## src/isa_pkg.sv

```systemverilog
package isa_pkg;

  typedef logic [31:0] word_t;
  typedef logic [4:0]  reg_idx_t;
  typedef logic [15:0] imm16_t;

  // Primary opcodes in inst[31:26]
  localparam logic [5:0] op_rtype = 6'h00;
  localparam logic [5:0] op_beq   = 6'h04;
  localparam logic [5:0] op_bne   = 6'h05;
  localparam logic [5:0] op_addiu = 6'h09;
  localparam logic [5:0] op_ori   = 6'h0d;
  localparam logic [5:0] op_lw    = 6'h23;
  localparam logic [5:0] op_sw    = 6'h2b;

  // R-type function codes in inst[5:0]
  localparam logic [5:0] fn_addu  = 6'h21;
  localparam logic [5:0] fn_subu  = 6'h23;
  localparam logic [5:0] fn_and   = 6'h24;
  localparam logic [5:0] fn_or    = 6'h25;
  localparam logic [5:0] fn_xor   = 6'h26;
  localparam logic [5:0] fn_slt   = 6'h2a;
  localparam logic [5:0] fn_sltu  = 6'h2b;

  // Bubble that decodes as no operation
  localparam word_t nop_word = 32'h0000_0000;

endpackage

```

## src/pipe_pkg.sv

```systemverilog
package pipe_pkg;

  typedef enum logic [2:0] {
    alu_add,
    alu_sub,
    alu_and,
    alu_or,
    alu_xor,
    alu_slt,
    alu_sltu
  } alu_op_t;

  typedef enum logic [1:0] {
    br_none,
    br_eq,
    br_ne
  } branch_cond_t;

  // Operand source in execute
  typedef enum logic [1:0] {
    fwd_reg,
    fwd_ex_mem,
    fwd_mem_wb
  } fwd_sel_t;

endpackage

```

## src/pipe_ifaces.sv

```systemverilog
`timescale 1ns/100ps

interface id_ex_if
  import isa_pkg::*, pipe_pkg::*;
();
  word_t        a;
  word_t        b;
  reg_idx_t     a_reg;
  reg_idx_t     b_reg;
  word_t        imm;
  logic         imm_valid;
  alu_op_t      alu_op;
  branch_cond_t branch_cond;
  logic         load_inst;
  logic         store_inst;
  reg_idx_t     dest_reg;
  logic         dest_valid;
  word_t        pc_plus_4;

  modport dec (
    output a, b, a_reg, b_reg, imm, imm_valid, alu_op, branch_cond,
           load_inst, store_inst, dest_reg, dest_valid, pc_plus_4
  );
  modport exe (
    input  a, b, a_reg, b_reg, imm, imm_valid, alu_op, branch_cond,
           load_inst, store_inst, dest_reg, dest_valid, pc_plus_4
  );
endinterface

interface ex_mem_if
  import isa_pkg::*;
();
  word_t    result;
  word_t    store_data;
  reg_idx_t dest_reg;
  logic     dest_valid;
  logic     load_inst;
  logic     store_inst;

  modport exe (output result, store_data, dest_reg, dest_valid, load_inst, store_inst);
  modport mem (input  result, store_data, dest_reg, dest_valid, load_inst, store_inst);
endinterface

// MEM/WB result seen by the forwarding logic
interface fwd_if
  import isa_pkg::*;
();
  word_t    result;
  reg_idx_t dest_reg;
  logic     dest_valid;

  modport mem (output result, dest_reg, dest_valid);
  modport exe (input  result, dest_reg, dest_valid);
endinterface

```

## src/ifetch.sv

```systemverilog
`timescale 1ns/100ps

module ifetch
  import isa_pkg::*;
#(
  parameter int    addr_width = 32,
  parameter word_t reset_pc   = '0
)(
  input  logic                  clock,
  input  logic                  arst_n_i,
  input  word_t                 icache_data_i,
  input  logic                  icache_waitrequest_i,
  input  logic                  stall_i,
  input  logic                  redirect_i,
  input  word_t                 new_pc_i,
  output logic [addr_width-1:0] icache_addr_o,
  output logic                  icache_rd_o,
  output word_t                 inst_word_o,
  output word_t                 pc_plus_4_o
);

  word_t pc;
  logic  accept;

  assign icache_rd_o   = ~stall_i;
  assign icache_addr_o = pc[addr_width-1:0];
  assign accept        = icache_rd_o & ~icache_waitrequest_i;

  always_ff @(posedge clock or negedge arst_n_i) begin
    if (!arst_n_i) begin
      pc          <= reset_pc;
      inst_word_o <= nop_word;
    end else if (redirect_i) begin
      // Word arriving this cycle is on the wrong path
      pc          <= new_pc_i;
      inst_word_o <= nop_word;
    end else if (accept) begin
      pc          <= pc + 32'd4;
      inst_word_o <= icache_data_i;
    end else if (!stall_i) begin
      inst_word_o <= nop_word;
    end
  end

  always_ff @(posedge clock) begin
    if (accept && !redirect_i) begin
      pc_plus_4_o <= pc + 32'd4;
    end
  end

endmodule

```

## src/idec.sv

```systemverilog
`timescale 1ns/100ps

module idec
  import isa_pkg::*, pipe_pkg::*;
(
  input  logic     clock,
  input  logic     arst_n_i,
  input  word_t    inst_word_i,
  input  word_t    pc_plus_4_i,
  input  word_t    rfile_rd_data1_i,
  input  word_t    rfile_rd_data2_i,
  input  logic     mem_stall_i,
  input  logic     flush_i,
  output reg_idx_t rfile_rd_addr1_o,
  output reg_idx_t rfile_rd_addr2_o,
  output logic     id_stall_o,
  id_ex_if.dec     id_ex
);

  logic [5:0]   opcode;
  logic [5:0]   funct;
  reg_idx_t     rs;
  reg_idx_t     rt;
  reg_idx_t     rd;
  imm16_t       imm16;
  word_t        imm;
  logic         imm_valid;
  alu_op_t      alu_op;
  branch_cond_t branch_cond;
  logic         load_inst;
  logic         store_inst;
  reg_idx_t     dest_reg;
  logic         dest_valid;
  logic         b_used;
  logic         bubble;

  assign opcode = inst_word_i[31:26];
  assign rs     = inst_word_i[25:21];
  assign rt     = inst_word_i[20:16];
  assign rd     = inst_word_i[15:11];
  assign funct  = inst_word_i[5:0];
  assign imm16  = inst_word_i[15:0];

  assign rfile_rd_addr1_o = rs;
  assign rfile_rd_addr2_o = rt;

  always_comb begin
    alu_op      = alu_add;
    branch_cond = br_none;
    imm         = {{16{imm16[15]}}, imm16};
    imm_valid   = 1'b0;
    load_inst   = 1'b0;
    store_inst  = 1'b0;
    dest_reg    = rd;
    dest_valid  = 1'b0;
    b_used      = 1'b0;
    case (opcode)
      op_rtype: begin
        dest_valid = 1'b1;
        b_used     = 1'b1;
        case (funct)
          fn_addu: alu_op = alu_add;
          fn_subu: alu_op = alu_sub;
          fn_and:  alu_op = alu_and;
          fn_or:   alu_op = alu_or;
          fn_xor:  alu_op = alu_xor;
          fn_slt:  alu_op = alu_slt;
          fn_sltu: alu_op = alu_sltu;
          default: dest_valid = 1'b0;
        endcase
      end
      op_addiu: begin
        imm_valid  = 1'b1;
        dest_reg   = rt;
        dest_valid = 1'b1;
      end
      op_ori: begin
        alu_op     = alu_or;
        imm        = {16'h0000, imm16};
        imm_valid  = 1'b1;
        dest_reg   = rt;
        dest_valid = 1'b1;
      end
      op_lw: begin
        imm_valid  = 1'b1;
        load_inst  = 1'b1;
        dest_reg   = rt;
        dest_valid = 1'b1;
      end
      op_sw: begin
        imm_valid  = 1'b1;
        store_inst = 1'b1;
        b_used     = 1'b1;
      end
      op_beq: begin
        branch_cond = br_eq;
        b_used      = 1'b1;
      end
      op_bne: begin
        branch_cond = br_ne;
        b_used      = 1'b1;
      end
      default: ;
    endcase
    // r0 is never written
    if (dest_reg == 5'd0) begin
      dest_valid = 1'b0;
    end
  end

  // Load in ID/EX feeding this instruction
  assign id_stall_o = id_ex.load_inst && id_ex.dest_valid &&
                      (id_ex.dest_reg == rs || (b_used && id_ex.dest_reg == rt));

  assign bubble = flush_i | id_stall_o;

  always_ff @(posedge clock or negedge arst_n_i) begin
    if (!arst_n_i) begin
      id_ex.dest_valid  <= 1'b0;
      id_ex.load_inst   <= 1'b0;
      id_ex.store_inst  <= 1'b0;
      id_ex.branch_cond <= br_none;
    end else if (!mem_stall_i) begin
      id_ex.dest_valid  <= dest_valid & ~bubble;
      id_ex.load_inst   <= load_inst & ~bubble;
      id_ex.store_inst  <= store_inst & ~bubble;
      id_ex.branch_cond <= bubble ? br_none : branch_cond;
    end
  end

  always_ff @(posedge clock) begin
    if (!mem_stall_i) begin
      id_ex.a         <= rfile_rd_data1_i;
      id_ex.b         <= rfile_rd_data2_i;
      id_ex.a_reg     <= rs;
      id_ex.b_reg     <= rt;
      id_ex.imm       <= imm;
      id_ex.imm_valid <= imm_valid;
      id_ex.alu_op    <= alu_op;
      id_ex.dest_reg  <= dest_reg;
      id_ex.pc_plus_4 <= pc_plus_4_i;
    end
  end

endmodule

```

## src/ex.sv

```systemverilog
`timescale 1ns/100ps

module ex
  import isa_pkg::*, pipe_pkg::*;
#(
  parameter int addr_width = 32
)(
  input  logic  clock,
  input  logic  arst_n_i,
  input  logic  mem_stall_i,
  output logic  redirect_o,
  output word_t new_pc_o,
  id_ex_if.exe  id_ex,
  fwd_if.exe    fwd,
  ex_mem_if.exe ex_mem
);

  localparam word_t addr_mask = word_t'((64'd1 << addr_width) - 64'd1);

  word_t    a_hold;
  word_t    b_hold;
  logic     hold_valid;
  word_t    a_reg_val;
  word_t    b_reg_val;
  fwd_sel_t a_sel;
  fwd_sel_t b_sel;
  word_t    op_a;
  word_t    op_b;
  word_t    alu_b;
  word_t    alu_res;
  logic     taken;

  // Youngest valid producer wins
  function automatic fwd_sel_t fwd_pick(reg_idx_t src, reg_idx_t exm_reg, logic exm_valid,
                                        reg_idx_t wb_reg, logic wb_valid);
    fwd_sel_t sel;
    sel = fwd_reg;
    if (src != 5'd0) begin
      if (exm_valid && exm_reg == src)
        sel = fwd_ex_mem;
      else if (wb_valid && wb_reg == src)
        sel = fwd_mem_wb;
    end
    return sel;
  endfunction

  function automatic word_t fwd_mux(fwd_sel_t sel, word_t reg_val, word_t exm_val,
                                    word_t wb_val);
    case (sel)
      fwd_ex_mem: return exm_val;
      fwd_mem_wb: return wb_val;
      default:    return reg_val;
    endcase
  endfunction

  // MEM/WB empties during a memory stall, so keep what was forwarded
  assign a_reg_val = hold_valid ? a_hold : id_ex.a;
  assign b_reg_val = hold_valid ? b_hold : id_ex.b;

  assign a_sel = fwd_pick(id_ex.a_reg, ex_mem.dest_reg, ex_mem.dest_valid,
                          fwd.dest_reg, fwd.dest_valid);
  assign b_sel = fwd_pick(id_ex.b_reg, ex_mem.dest_reg, ex_mem.dest_valid,
                          fwd.dest_reg, fwd.dest_valid);
  assign op_a  = fwd_mux(a_sel, a_reg_val, ex_mem.result, fwd.result);
  assign op_b  = fwd_mux(b_sel, b_reg_val, ex_mem.result, fwd.result);
  assign alu_b = id_ex.imm_valid ? id_ex.imm : op_b;

  always_comb begin
    case (id_ex.alu_op)
      alu_sub:  alu_res = op_a - alu_b;
      alu_and:  alu_res = op_a & alu_b;
      alu_or:   alu_res = op_a | alu_b;
      alu_xor:  alu_res = op_a ^ alu_b;
      alu_slt:  alu_res = word_t'($signed(op_a) < $signed(alu_b));
      alu_sltu: alu_res = word_t'(op_a < alu_b);
      default:  alu_res = op_a + alu_b;
    endcase
  end

  always_comb begin
    case (id_ex.branch_cond)
      br_eq:   taken = (op_a == op_b);
      br_ne:   taken = (op_a != op_b);
      default: taken = 1'b0;
    endcase
  end

  assign redirect_o = taken & ~mem_stall_i;
  assign new_pc_o   = id_ex.pc_plus_4 + {id_ex.imm[29:0], 2'b00};

  always_ff @(posedge clock or negedge arst_n_i) begin
    if (!arst_n_i) begin
      hold_valid        <= 1'b0;
      ex_mem.dest_valid <= 1'b0;
      ex_mem.load_inst  <= 1'b0;
      ex_mem.store_inst <= 1'b0;
    end else begin
      hold_valid <= mem_stall_i;
      if (!mem_stall_i) begin
        ex_mem.dest_valid <= id_ex.dest_valid;
        ex_mem.load_inst  <= id_ex.load_inst;
        ex_mem.store_inst <= id_ex.store_inst;
      end
    end
  end

  always_ff @(posedge clock) begin
    if (mem_stall_i) begin
      a_hold <= op_a;
      b_hold <= op_b;
    end else begin
      ex_mem.result     <= (id_ex.load_inst | id_ex.store_inst) ? (alu_res & addr_mask)
                                                                : alu_res;
      ex_mem.store_data <= op_b;
      ex_mem.dest_reg   <= id_ex.dest_reg;
    end
  end

endmodule

```

## src/mem_stage.sv

```systemverilog
`timescale 1ns/100ps

module mem_stage
  import isa_pkg::*;
#(
  parameter int addr_width = 32
)(
  input  logic                  clock,
  input  logic                  arst_n_i,
  input  word_t                 dcache_data_i,
  input  logic                  dcache_waitrequest_i,
  output logic [addr_width-1:0] dcache_addr_o,
  output logic                  dcache_rd_o,
  output logic                  dcache_wr_o,
  output word_t                 dcache_wr_data_o,
  output logic                  mem_stall_o,
  output reg_idx_t              rfile_wr_addr1_o,
  output logic                  rfile_wr_enable1_o,
  output word_t                 rfile_wr_data1_o,
  ex_mem_if.mem                 ex_mem,
  fwd_if.mem                    fwd
);

  word_t    wb_result;
  reg_idx_t wb_dest_reg;
  logic     wb_dest_valid;

  // Strobes held until waitrequest drops
  assign dcache_rd_o      = ex_mem.load_inst;
  assign dcache_wr_o      = ex_mem.store_inst;
  assign dcache_addr_o    = ex_mem.result[addr_width-1:0];
  assign dcache_wr_data_o = ex_mem.store_data;
  assign mem_stall_o      = (ex_mem.load_inst | ex_mem.store_inst) & dcache_waitrequest_i;

  always_ff @(posedge clock or negedge arst_n_i) begin
    if (!arst_n_i) begin
      wb_dest_valid <= 1'b0;
    end else begin
      wb_dest_valid <= ex_mem.dest_valid & ~mem_stall_o;
    end
  end

  always_ff @(posedge clock) begin
    wb_result   <= ex_mem.load_inst ? dcache_data_i : ex_mem.result;
    wb_dest_reg <= ex_mem.dest_reg;
  end

  assign rfile_wr_addr1_o   = wb_dest_reg;
  assign rfile_wr_enable1_o = wb_dest_valid;
  assign rfile_wr_data1_o   = wb_result;

  assign fwd.result     = wb_result;
  assign fwd.dest_reg   = wb_dest_reg;
  assign fwd.dest_valid = wb_dest_valid;

endmodule

```

## src/pipeline.sv

```systemverilog
`timescale 1ns/100ps

module pipeline
  import isa_pkg::*;
#(
  parameter int    addr_width = 32,
  parameter word_t reset_pc   = '0
)(
  input  logic                  clock,
  input  logic                  arst_n_i,

  output logic [addr_width-1:0] icache_addr_o,
  output logic                  icache_rd_o,
  input  word_t                 icache_data_i,
  input  logic                  icache_waitrequest_i,

  output reg_idx_t              rfile_rd_addr1_o,
  output reg_idx_t              rfile_rd_addr2_o,
  input  word_t                 rfile_rd_data1_i,
  input  word_t                 rfile_rd_data2_i,

  output logic [addr_width-1:0] dcache_addr_o,
  output logic                  dcache_rd_o,
  output logic                  dcache_wr_o,
  output word_t                 dcache_wr_data_o,
  output logic [3:0]            dcache_wr_be_o,
  input  word_t                 dcache_data_i,
  input  logic                  dcache_waitrequest_i,

  output reg_idx_t              rfile_wr_addr1_o,
  output logic                  rfile_wr_enable1_o,
  output word_t                 rfile_wr_data1_o
);

  logic  mem_stall;
  logic  id_stall;
  logic  if_stall;
  logic  redirect;
  word_t new_pc;
  word_t if_inst_word;
  word_t if_pc_plus_4;

  id_ex_if  id_ex ();
  ex_mem_if ex_mem ();
  fwd_if    fwd ();

  assign if_stall       = mem_stall | id_stall;
  // Word accesses only
  assign dcache_wr_be_o = 4'hf;

  ifetch #(
    .addr_width           (addr_width),
    .reset_pc             (reset_pc)
  ) ifetch_i (
    .clock                (clock),
    .arst_n_i             (arst_n_i),
    .icache_data_i        (icache_data_i),
    .icache_waitrequest_i (icache_waitrequest_i),
    .stall_i              (if_stall),
    .redirect_i           (redirect),
    .new_pc_i             (new_pc),
    .icache_addr_o        (icache_addr_o),
    .icache_rd_o          (icache_rd_o),
    .inst_word_o          (if_inst_word),
    .pc_plus_4_o          (if_pc_plus_4)
  );

  idec idec_i (
    .clock                (clock),
    .arst_n_i             (arst_n_i),
    .inst_word_i          (if_inst_word),
    .pc_plus_4_i          (if_pc_plus_4),
    .rfile_rd_data1_i     (rfile_rd_data1_i),
    .rfile_rd_data2_i     (rfile_rd_data2_i),
    .mem_stall_i          (mem_stall),
    .flush_i              (redirect),
    .rfile_rd_addr1_o     (rfile_rd_addr1_o),
    .rfile_rd_addr2_o     (rfile_rd_addr2_o),
    .id_stall_o           (id_stall),
    .id_ex                (id_ex)
  );

  ex #(
    .addr_width           (addr_width)
  ) ex_i (
    .clock                (clock),
    .arst_n_i             (arst_n_i),
    .mem_stall_i          (mem_stall),
    .redirect_o           (redirect),
    .new_pc_o             (new_pc),
    .id_ex                (id_ex),
    .fwd                  (fwd),
    .ex_mem               (ex_mem)
  );

  mem_stage #(
    .addr_width           (addr_width)
  ) mem_stage_i (
    .clock                (clock),
    .arst_n_i             (arst_n_i),
    .dcache_data_i        (dcache_data_i),
    .dcache_waitrequest_i (dcache_waitrequest_i),
    .dcache_addr_o        (dcache_addr_o),
    .dcache_rd_o          (dcache_rd_o),
    .dcache_wr_o          (dcache_wr_o),
    .dcache_wr_data_o     (dcache_wr_data_o),
    .mem_stall_o          (mem_stall),
    .rfile_wr_addr1_o     (rfile_wr_addr1_o),
    .rfile_wr_enable1_o   (rfile_wr_enable1_o),
    .rfile_wr_data1_o     (rfile_wr_data1_o),
    .ex_mem               (ex_mem),
    .fwd                  (fwd)
  );

endmodule

```

## config.mk

```make
export PLATFORM = sky130hd
export DESIGN_NAME = pipeline
export DESIGN_NICKNAME = d
export VERILOG_FILES = /design/src/isa_pkg.sv /design/src/pipe_pkg.sv /design/src/pipe_ifaces.sv /design/src/ifetch.sv /design/src/idec.sv /design/src/ex.sv /design/src/mem_stage.sv /design/src/pipeline.sv
export SDC_FILE = /design/constraint.sdc
export NUM_CORES = 1
export LEC_CHECK = 0
export BUFFER_PORTS_ARGS = -buffer_cell sky130_fd_sc_hd__clkbuf_2
export CELL_PAD_IN_SITES_DETAIL_PLACEMENT = 1
export CELL_PAD_IN_SITES_GLOBAL_PLACEMENT = 1
export CORE_ASPECT_RATIO = 1.25
export CORE_MARGIN = 10
export CORE_UTILIZATION = 48
export CTS_BUF_LIST = sky130_fd_sc_hd__clkbuf_4
export DETAILED_ROUTE_END_ITERATION = 16
export GPL_TIMING_DRIVEN = 0
export PLACE_DENSITY = 0.81
export SETUP_SLACK_MARGIN = 0.02
export SYNTH_ARGS = -nofsm -noshare
export SYNTH_HDL_FRONTEND = slang
export SYNTH_SLANG_ARGS = --single-unit
```

## constraint.sdc

```tcl
create_clock -name clock -period 24.8 [get_ports clock]
set_input_delay 2.48 -clock clock [delete_from_list [all_inputs] [get_ports clock]]
set_output_delay 2.48 -clock clock [all_outputs]
set_load 0.05 [all_outputs]
```

# Yosys cells after proc, flatten, opt, wreduce, memory -nomap -nowiden

Index checks and enable logic that the tools add are counted.

Memory bits (read-only): 0
Input bits: 132
Latch bits: 0
Register bits after elaboration: 408
Word-level logic and storage cells: 136
Memories kept: 0
RAM bits: 0

Multipliers: 0
Bitwise operators: 17
Multiplexer cells: 31
Div/mod/pow operators: 0
Reductions and logical operators: 19
Add/subtract/negate cells: 4
Order comparisons: 2
Eq/ne operators: 34
Shift operators: 0

Operators by type and width:

| cell                    | count |
|---|---|
| $mux W32                | 9 |
| $pmux W32 S6            | 1 |
| $pmux W32 S2            | 2 |
| $add A32 B32 Y32        | 2 |
| $lt A32 B32 Y1          | 2 |
| $eq A6 B6 Y1 const B    | 9 |
| $add A32 B3 Y32 const B | 1 |
| $and A32 B32 Y32        | 1 |
| $eq A32 B32 Y1          | 1 |
| $ne A32 B32 Y1          | 1 |
| $or A32 B32 Y32         | 1 |
| $sub A32 B32 Y32        | 1 |
| $xor A32 B32 Y32        | 1 |
| $eq A5 B5 Y1            | 6 |
| $pmux W3 S6             | 1 |
| $mux W2                 | 7 |
| $eq A6 B3 Y1 const B    | 2 |
| $eq A6 B4 Y1 const B    | 2 |
| $reduce_bool A5 Y1      | 2 |
| $eq A3 B3 Y1 const B    | 3 |
| $logic_and A1 B1 Y1     | 8 |
| $reduce_or A4 Y1        | 2 |
| $and A1 B1 Y1           | 7 |
| $reduce_or A7 Y1        | 1 |
| other kinds (18)        | 34 |

# Longest topological paths before layout

Depth after elaboration: 13
Depth in mapped cells: 22
Gate-level depth less buffers: 21

# Hierarchy

A second synthesis with hierarchy kept.

Cells, all modules: 2,284
Area total of the unflattened synthesis: 24,813.8 sq um

By module, submodules not included:

| module    | area each (sq um) | seq. area each (sq um) | times used | cells each |
|---|---|---|---|---|
| ex        | 13,382.8          | 4,093.9                | 1          | 1,461 |
| idec      | 4,860.9           | 4,088.9                | 1          | 241 |
| ifetch    | 4,425.5           | 2,562.5                | 1          | 396 |
| mem_stage | 2,104.5           | 765.7                  | 1          | 180 |
| pipeline  | 40.0              | 0.0                    | 1          | 6 |

# Worst setup path after synthesis

OpenSTA, ideal clock, no wires.

Path type: register -> output
Start point: reg ex_i.ex_mem.load_inst
End point: out icache_rd_o
Cell stages (with the launch flop): 8
Arrival time: 17.708 ns
Path slack: 4.612 ns
Data required time: 22.320 ns
Cell sequence: dfrtp_1 > clkbuf_1 > o21ai_1 > clkinv_1 > a31oi_1 > clkbuf_1 > buf_2 > buf_2

Word-level cells in the longest chain between the ends: 4

Ends and longest elaborated chain:

| item                 | line              | RTL |
|---|---|---|
| start, declared      | pipe_ifaces.sv:40 | `modport exe (output result, store_data, dest_reg, dest_valid, load_inst, store_inst);` |
| $or A1 B1 Y1         | mem_stage.sv:33   | `assign mem_stall_o = (ex_mem.load_inst \| ex_mem.store_inst) & dcache_waitrequest_i;` |
| $and A1 B1 Y1        | mem_stage.sv:33   |  |
| via ex_i.mem_stall_i | ex.sv:10          | `input logic mem_stall_i,` |
| $or A1 B1 Y1         | pipeline.sv:47    | `assign if_stall = mem_stall \| id_stall;` |
| $not A1 Y1           | ifetch.sv:25      | `assign icache_rd_o = ~stall_i;` |
| end, declared        | pipeline.sv:13    | `output logic icache_rd_o,` |

The timed path passes the listed nets, and every way through them passes these cells.

# Worst setup path after layout

Start point: in dcache_waitrequest_i
End point: out icache_rd_o

Word-level cells in the longest chain between the ends: 3

Ends and longest elaborated chain:

| item                 | line            | RTL |
|---|---|---|
| start, declared      | pipeline.sv:28  | `input logic dcache_waitrequest_i,` |
| $and A1 B1 Y1        | mem_stage.sv:33 |  |
| via ex_i.mem_stall_i | ex.sv:10        |  |
| $or A1 B1 Y1         | pipeline.sv:47  |  |
| $not A1 Y1           | ifetch.sv:25    |  |

The timed path passes the listed nets, and every way through them passes these cells.

==> results by group <==
Place
  • Total half-perimeter wirelength after legalization and detailed placement: 75,700 um
  • Placed insts: around 3.1k
  • Pre-CTS worst setup slack: ~16 ns
  • Quantity of I/O buffers inserted on ports: around 280
  • Global placement routability congestion: 0.974

Worst setup path
  • Required time reported for the critical path endpoint: about 22 ns
  • Critical path class: input port to output pin
  • Critical Path Start Type: input port
  • Worst reg-to-reg path cell count: 20
  • Start point of the critical path: dcache_waitrequest_i
  • Arrival time of data at the critical path endpoint: 5.88 ns
  • Beginning of the worst register-to-register path: ex_i.ex_mem.dest_reg[2]$_DFFE_PN_
  • Largest driver fanout on the critical path: 32
  • Setup slack, reg-to-reg: between 15 and 20 ns
  • Kind of end point of the critical path: output pin
  • Worst reg2reg endpoint: ex_i.ex_mem.result[19]$_DFFE_PN_
  • Termination of the worst setup path: icache_rd_o

Final layout
  • Number of nets in the final layout: 2,858
  • Footprint of the multi-input gates: between 10,000 and 15,000 sq um
  • Final std cells w/o fill: between 3k and 4k
  • Layout filler cell count: 5,495
  • Area added between synthesis and finish: 16.3%
  • Register area: ~12,000 sq um
  • Fraction of layout cells with a size suffix above 1: between 20% and 30%

Route
  • Remaining routing DRC violations: 0
  • WL per Instance: 29.7 um
  • Total via count after detailed routing: around 21k
  • Initial DRC Count: 1,837
  • First-pass iteration count of the detailed router: 6
  • Post-route ant nets: 0
  • Via-per-instance ratio: between 6 and 7
  • Detailed-route wire length: approximately 99,000 um

Synth
  • Most frequent cell after synthesis: sky130_fd_sc_hd__edfxtp_1
  • Mapped Avg Cell Area: 10.8 sq um
  • Top cells by count, synth: 297 x sky130_fd_sc_hd__edfxtp_1, 144 x sky130_fd_sc_hd__a21oi_1, 136 x sky130_fd_sc_hd__inv_1, 130 x sky130_fd_sc_hd__ha_1, 122 x sky130_fd_sc_hd__nor2_1
  • Cell Area, Synth: between 20,000 and 25,000 sq um
  • Number of register bits inferred by synthesis: approximately 410
  • Main flop type after synthesis: sky130_fd_sc_hd__edfxtp_1
  • Ys async rst share: between 15 and 20%
  • Post-synth top area share: between 30% and 40%
  • Biggest area consumer among synthesized cells: sky130_fd_sc_hd__edfxtp_1
  • EDFF count, synth: slightly below 300
  • Number of warnings printed during yosys synthesis: 0
  • Count of different cell masters after synthesis: between 80 and 90
  • Sequential fraction of the synthesis area: 48.4%
  • Main area contributors after synthesis: sky130_fd_sc_hd__edfxtp_1 38%, sky130_fd_sc_hd__dfrtp_1 7.8%, sky130_fd_sc_hd__ha_1 6.8%, sky130_fd_sc_hd__xnor2_1 3.8%, sky130_fd_sc_hd__mux2i_1 3.5%
  • Synthesized instance count: 2,196

Power and ir drop
  • Power per Cell Area: 83.7 nW/um^2
  • Switching fraction of total power: around 41%
  • Sequential fraction of design power: between 40% and 50%
  • Static leakage: approximately 12 nW
  • Power share of the combinational group: around a third
  • Portion of total power attributed to the clock network: between 20% and 30%
  • Power Internal: roughly 0.0014 W
  • Worst vdd rail ir drop: 0.0000628 V
  • Psw: approximately 0.00094 W

Global routing
  • Remaining Overflow, GRT: 0
  • Antenna violations before repair: 5
  • Global-route wire length before repair: about 140,000 um
  • Largest net degree at the start of global routing: 55
  • Vias in the first global route: 22.5k
  • GRT Total Usage: 33.0%

Clock network
  • Clock transition time at the flip-flop clock pins of the worst setup and hold paths: around 0.07 ns
  • Root buffer selected by CTS: sky130_fd_sc_hd__clkbuf_4
  • Clk sink count: 408
  • Number of buffers added for setup after CTS: 0
  • Clock latency on the worst-skew pair: approximately 0.95 ns
  • Total of cells resized after clock tree synthesis: 0
  • H-tree level count: 3
  • TritonCTS Buffers: a little over 100
  • Worst-case clock buffer depth: 3
  • Hold buffer count at cts: 0
  • CTS tree: built

Status
  • Status: complete, no violations

Floorplanning
  • DIE HEIGHT: 269 um
  • Site row count: about 90
  • Die Area: between 50,000 and 60,000 sq um
  • Core region area: between 40,000 and 50,000 sq um
  • Initial cell density of the core: 48.3%
  • DIE WIDTH: about 220 um
  • Number of ports placed on the die boundary: about 280

STA
  • Setup WS post-layout: 16.44 ns
  • Slew HR: between 10% and 20%
  • Final hold violation count: 0
  • Share of the clock period used by the worst path after layout: about a third
  • Worst Max-Slew Pin Slew: between 1 and 1.5 ns
  • Final slew viol count: 0
  • Fmax: 0.120 GHz
  • Worst-case clock skew: 0.107 ns
  • Final Setup Violations: 0
  • Crit path time final: 8.36 ns
  • RSZ-0062 raised after global routing: no

Job
  • Maxcap violations: 0

Min path
  • Class of the tightest hold or removal check: flop to flop
## logic make-up after synthesis
| group | count (synthesis) | synth area share, % |
|---|---|---|
| fa+ha+maj | 133 | 7.10 |
| other cells | 1 | 0.0158 |
| simple gates | 457 | 9.49 |
| buf+inv | 276 | 5.03 |
| flops | 408 | 48.4 |
| xor+xnor | 144 | 5.31 |
| compound gates | 637 | 18.4 |
| mux | 140 | 6.20 |
## cell type report
cell class,instances,area share [%]
flip-flops and latches,408,41.7
multi-input cells,1515,40.2
repair buffers,289,5.95
clock buffers,155,4.21
well taps,651,2.95
plain buffers,136,2.43
inverters,140,1.91
clock inverters,37,0.711
diodes,4,0.0362
## metal layers
layer  track usage, %  wire, um  part of all wire (%)
met1             35.1     34700                    35
met2             57.1     48900                    49
met3             7.56      7940                   8.0
met4             23.4      7390                   7.5
met5                0        13                 0.013
## critical path, cell delays in order
cell and delay [ns]:
sky130_fd_sc_hd__clkbuf_2 0.15, sky130_fd_sc_hd__o21ai_4 0.27, sky130_fd_sc_hd__buf_12 0.28, sky130_fd_sc_hd__clkinv_2 0.55
sky130_fd_sc_hd__a31oi_1 0.77, sky130_fd_sc_hd__clkbuf_1 0.47, sky130_fd_sc_hd__buf_2 0.33, sky130_fd_sc_hd__buf_2 0.25
sky130_fd_sc_hd__clkbuf_2 0.31
## placed cells by master (no fill, tap or decap), types with 23 or more instances in the layout
| cell | count |
|---|---|
| sky130_fd_sc_hd__edfxtp_1 | 297 |
| sky130_fd_sc_hd__clkbuf_2 | 277 |
| sky130_fd_sc_hd__clkbuf_4 | 156 |
| sky130_fd_sc_hd__a21oi_1 | 144 |
| sky130_fd_sc_hd__inv_1 | 136 |
| sky130_fd_sc_hd__ha_1 | 130 |
| sky130_fd_sc_hd__nor2_1 | 121 |
| sky130_fd_sc_hd__nand2_1 | 106 |
| sky130_fd_sc_hd__o21ai_0 | 103 |
| sky130_fd_sc_hd__xnor2_1 | 103 |
| sky130_fd_sc_hd__clkbuf_1 | 86 |
| sky130_fd_sc_hd__mux2i_1 | 83 |
| sky130_fd_sc_hd__dfrtp_1 | 74 |
| sky130_fd_sc_hd__a221oi_1 | 73 |
| sky130_fd_sc_hd__mux2_2 | 54 |
| sky130_fd_sc_hd__a21o_1 | 48 |
| sky130_fd_sc_hd__nor2b_1 | 47 |
| sky130_fd_sc_hd__xor2_1 | 41 |
| sky130_fd_sc_hd__a31oi_1 | 40 |
| sky130_fd_sc_hd__nand3_1 | 38 |
| sky130_fd_sc_hd__dfxtp_1 | 37 |
| sky130_fd_sc_hd__clkinv_1 | 26 |
| sky130_fd_sc_hd__a22oi_1 | 25 |
| sky130_fd_sc_hd__nand4_1 | 23 |
| sky130_fd_sc_hd__nor3_1 | 23 |
## worst min path at each step
| stage | startpoint | to | slack [ns] | cells past startpoint |
|---|---|---|---|---|
| after floorplan | ifetch_i.pc_plus_4_o[0]$_DFFE_PP_ | idec_i.id_ex.pc_plus_4[0]$_DFFE_PN_ | 0.40 | 0 |
| after global placement | ifetch_i.pc_plus_4_o[21]$_DFFE_PP_ | idec_i.id_ex.pc_plus_4[21]$_DFFE_PN_ | 0.40 | 0 |
| after detailed placement | ifetch_i.pc_plus_4_o[27]$_DFFE_PP_ | idec_i.id_ex.pc_plus_4[27]$_DFFE_PN_ | 0.41 | 0 |
| after CTS | ifetch_i.pc_plus_4_o[25]$_DFFE_PP_ | idec_i.id_ex.pc_plus_4[25]$_DFFE_PN_ | 0.38 | 0 |
| after global routing | ifetch_i.pc_plus_4_o[25]$_DFFE_PP_ | idec_i.id_ex.pc_plus_4[25]$_DFFE_PN_ | 0.40 | 0 |
| final | ex_i.ex_mem.dest_reg[0]$_DFFE_PN_ | mem_stage_i.fwd.dest_reg[0]$_DFF_P_ | 0.37 | 0 |
## power groups by stage
| stage | registers, W | clock network, W | logic, W |
|---|---|---|---|
| 6_report | 0.000967 | 0.000608 | 0.000738 |
| 5_1_grt | 0.000972 | 0.000651 | 0.000783 |
| 4_1_cts | 0.000961 | 0.000615 | 0.000733 |
| 3_5_place_dp | 0.000974 | 0 | 0.000727 |
| 3_3_place_gp | 0.000967 | 0 | 0.000703 |
| 2_1_floorplan | 0.00112 | 0 | 0.000322 |
## through the flow
| step | TNS, ns | area, sq um | power, W | hold WS (ns) | util, % |
|---|---|---|---|---|---|
| after global routing | 0 | 27600 | 0.00241 | 0.398 | 56.2 |
| after floorplan | 0 | 23800 | 0.00144 | 0.400 | - |
| after global placement | -167.84 | 26000 | 0.00167 | 0.401 | 52.8 |
| after detailed placement | 0 | 26300 | 0.00170 | 0.405 | 53.4 |
| final | 0 | 27600 | 0.00231 | 0.375 | 56.2 |
| after CTS | 0 | 27600 | 0.00231 | 0.382 | 56.2 |
Power figures use the tool's default switching activity.
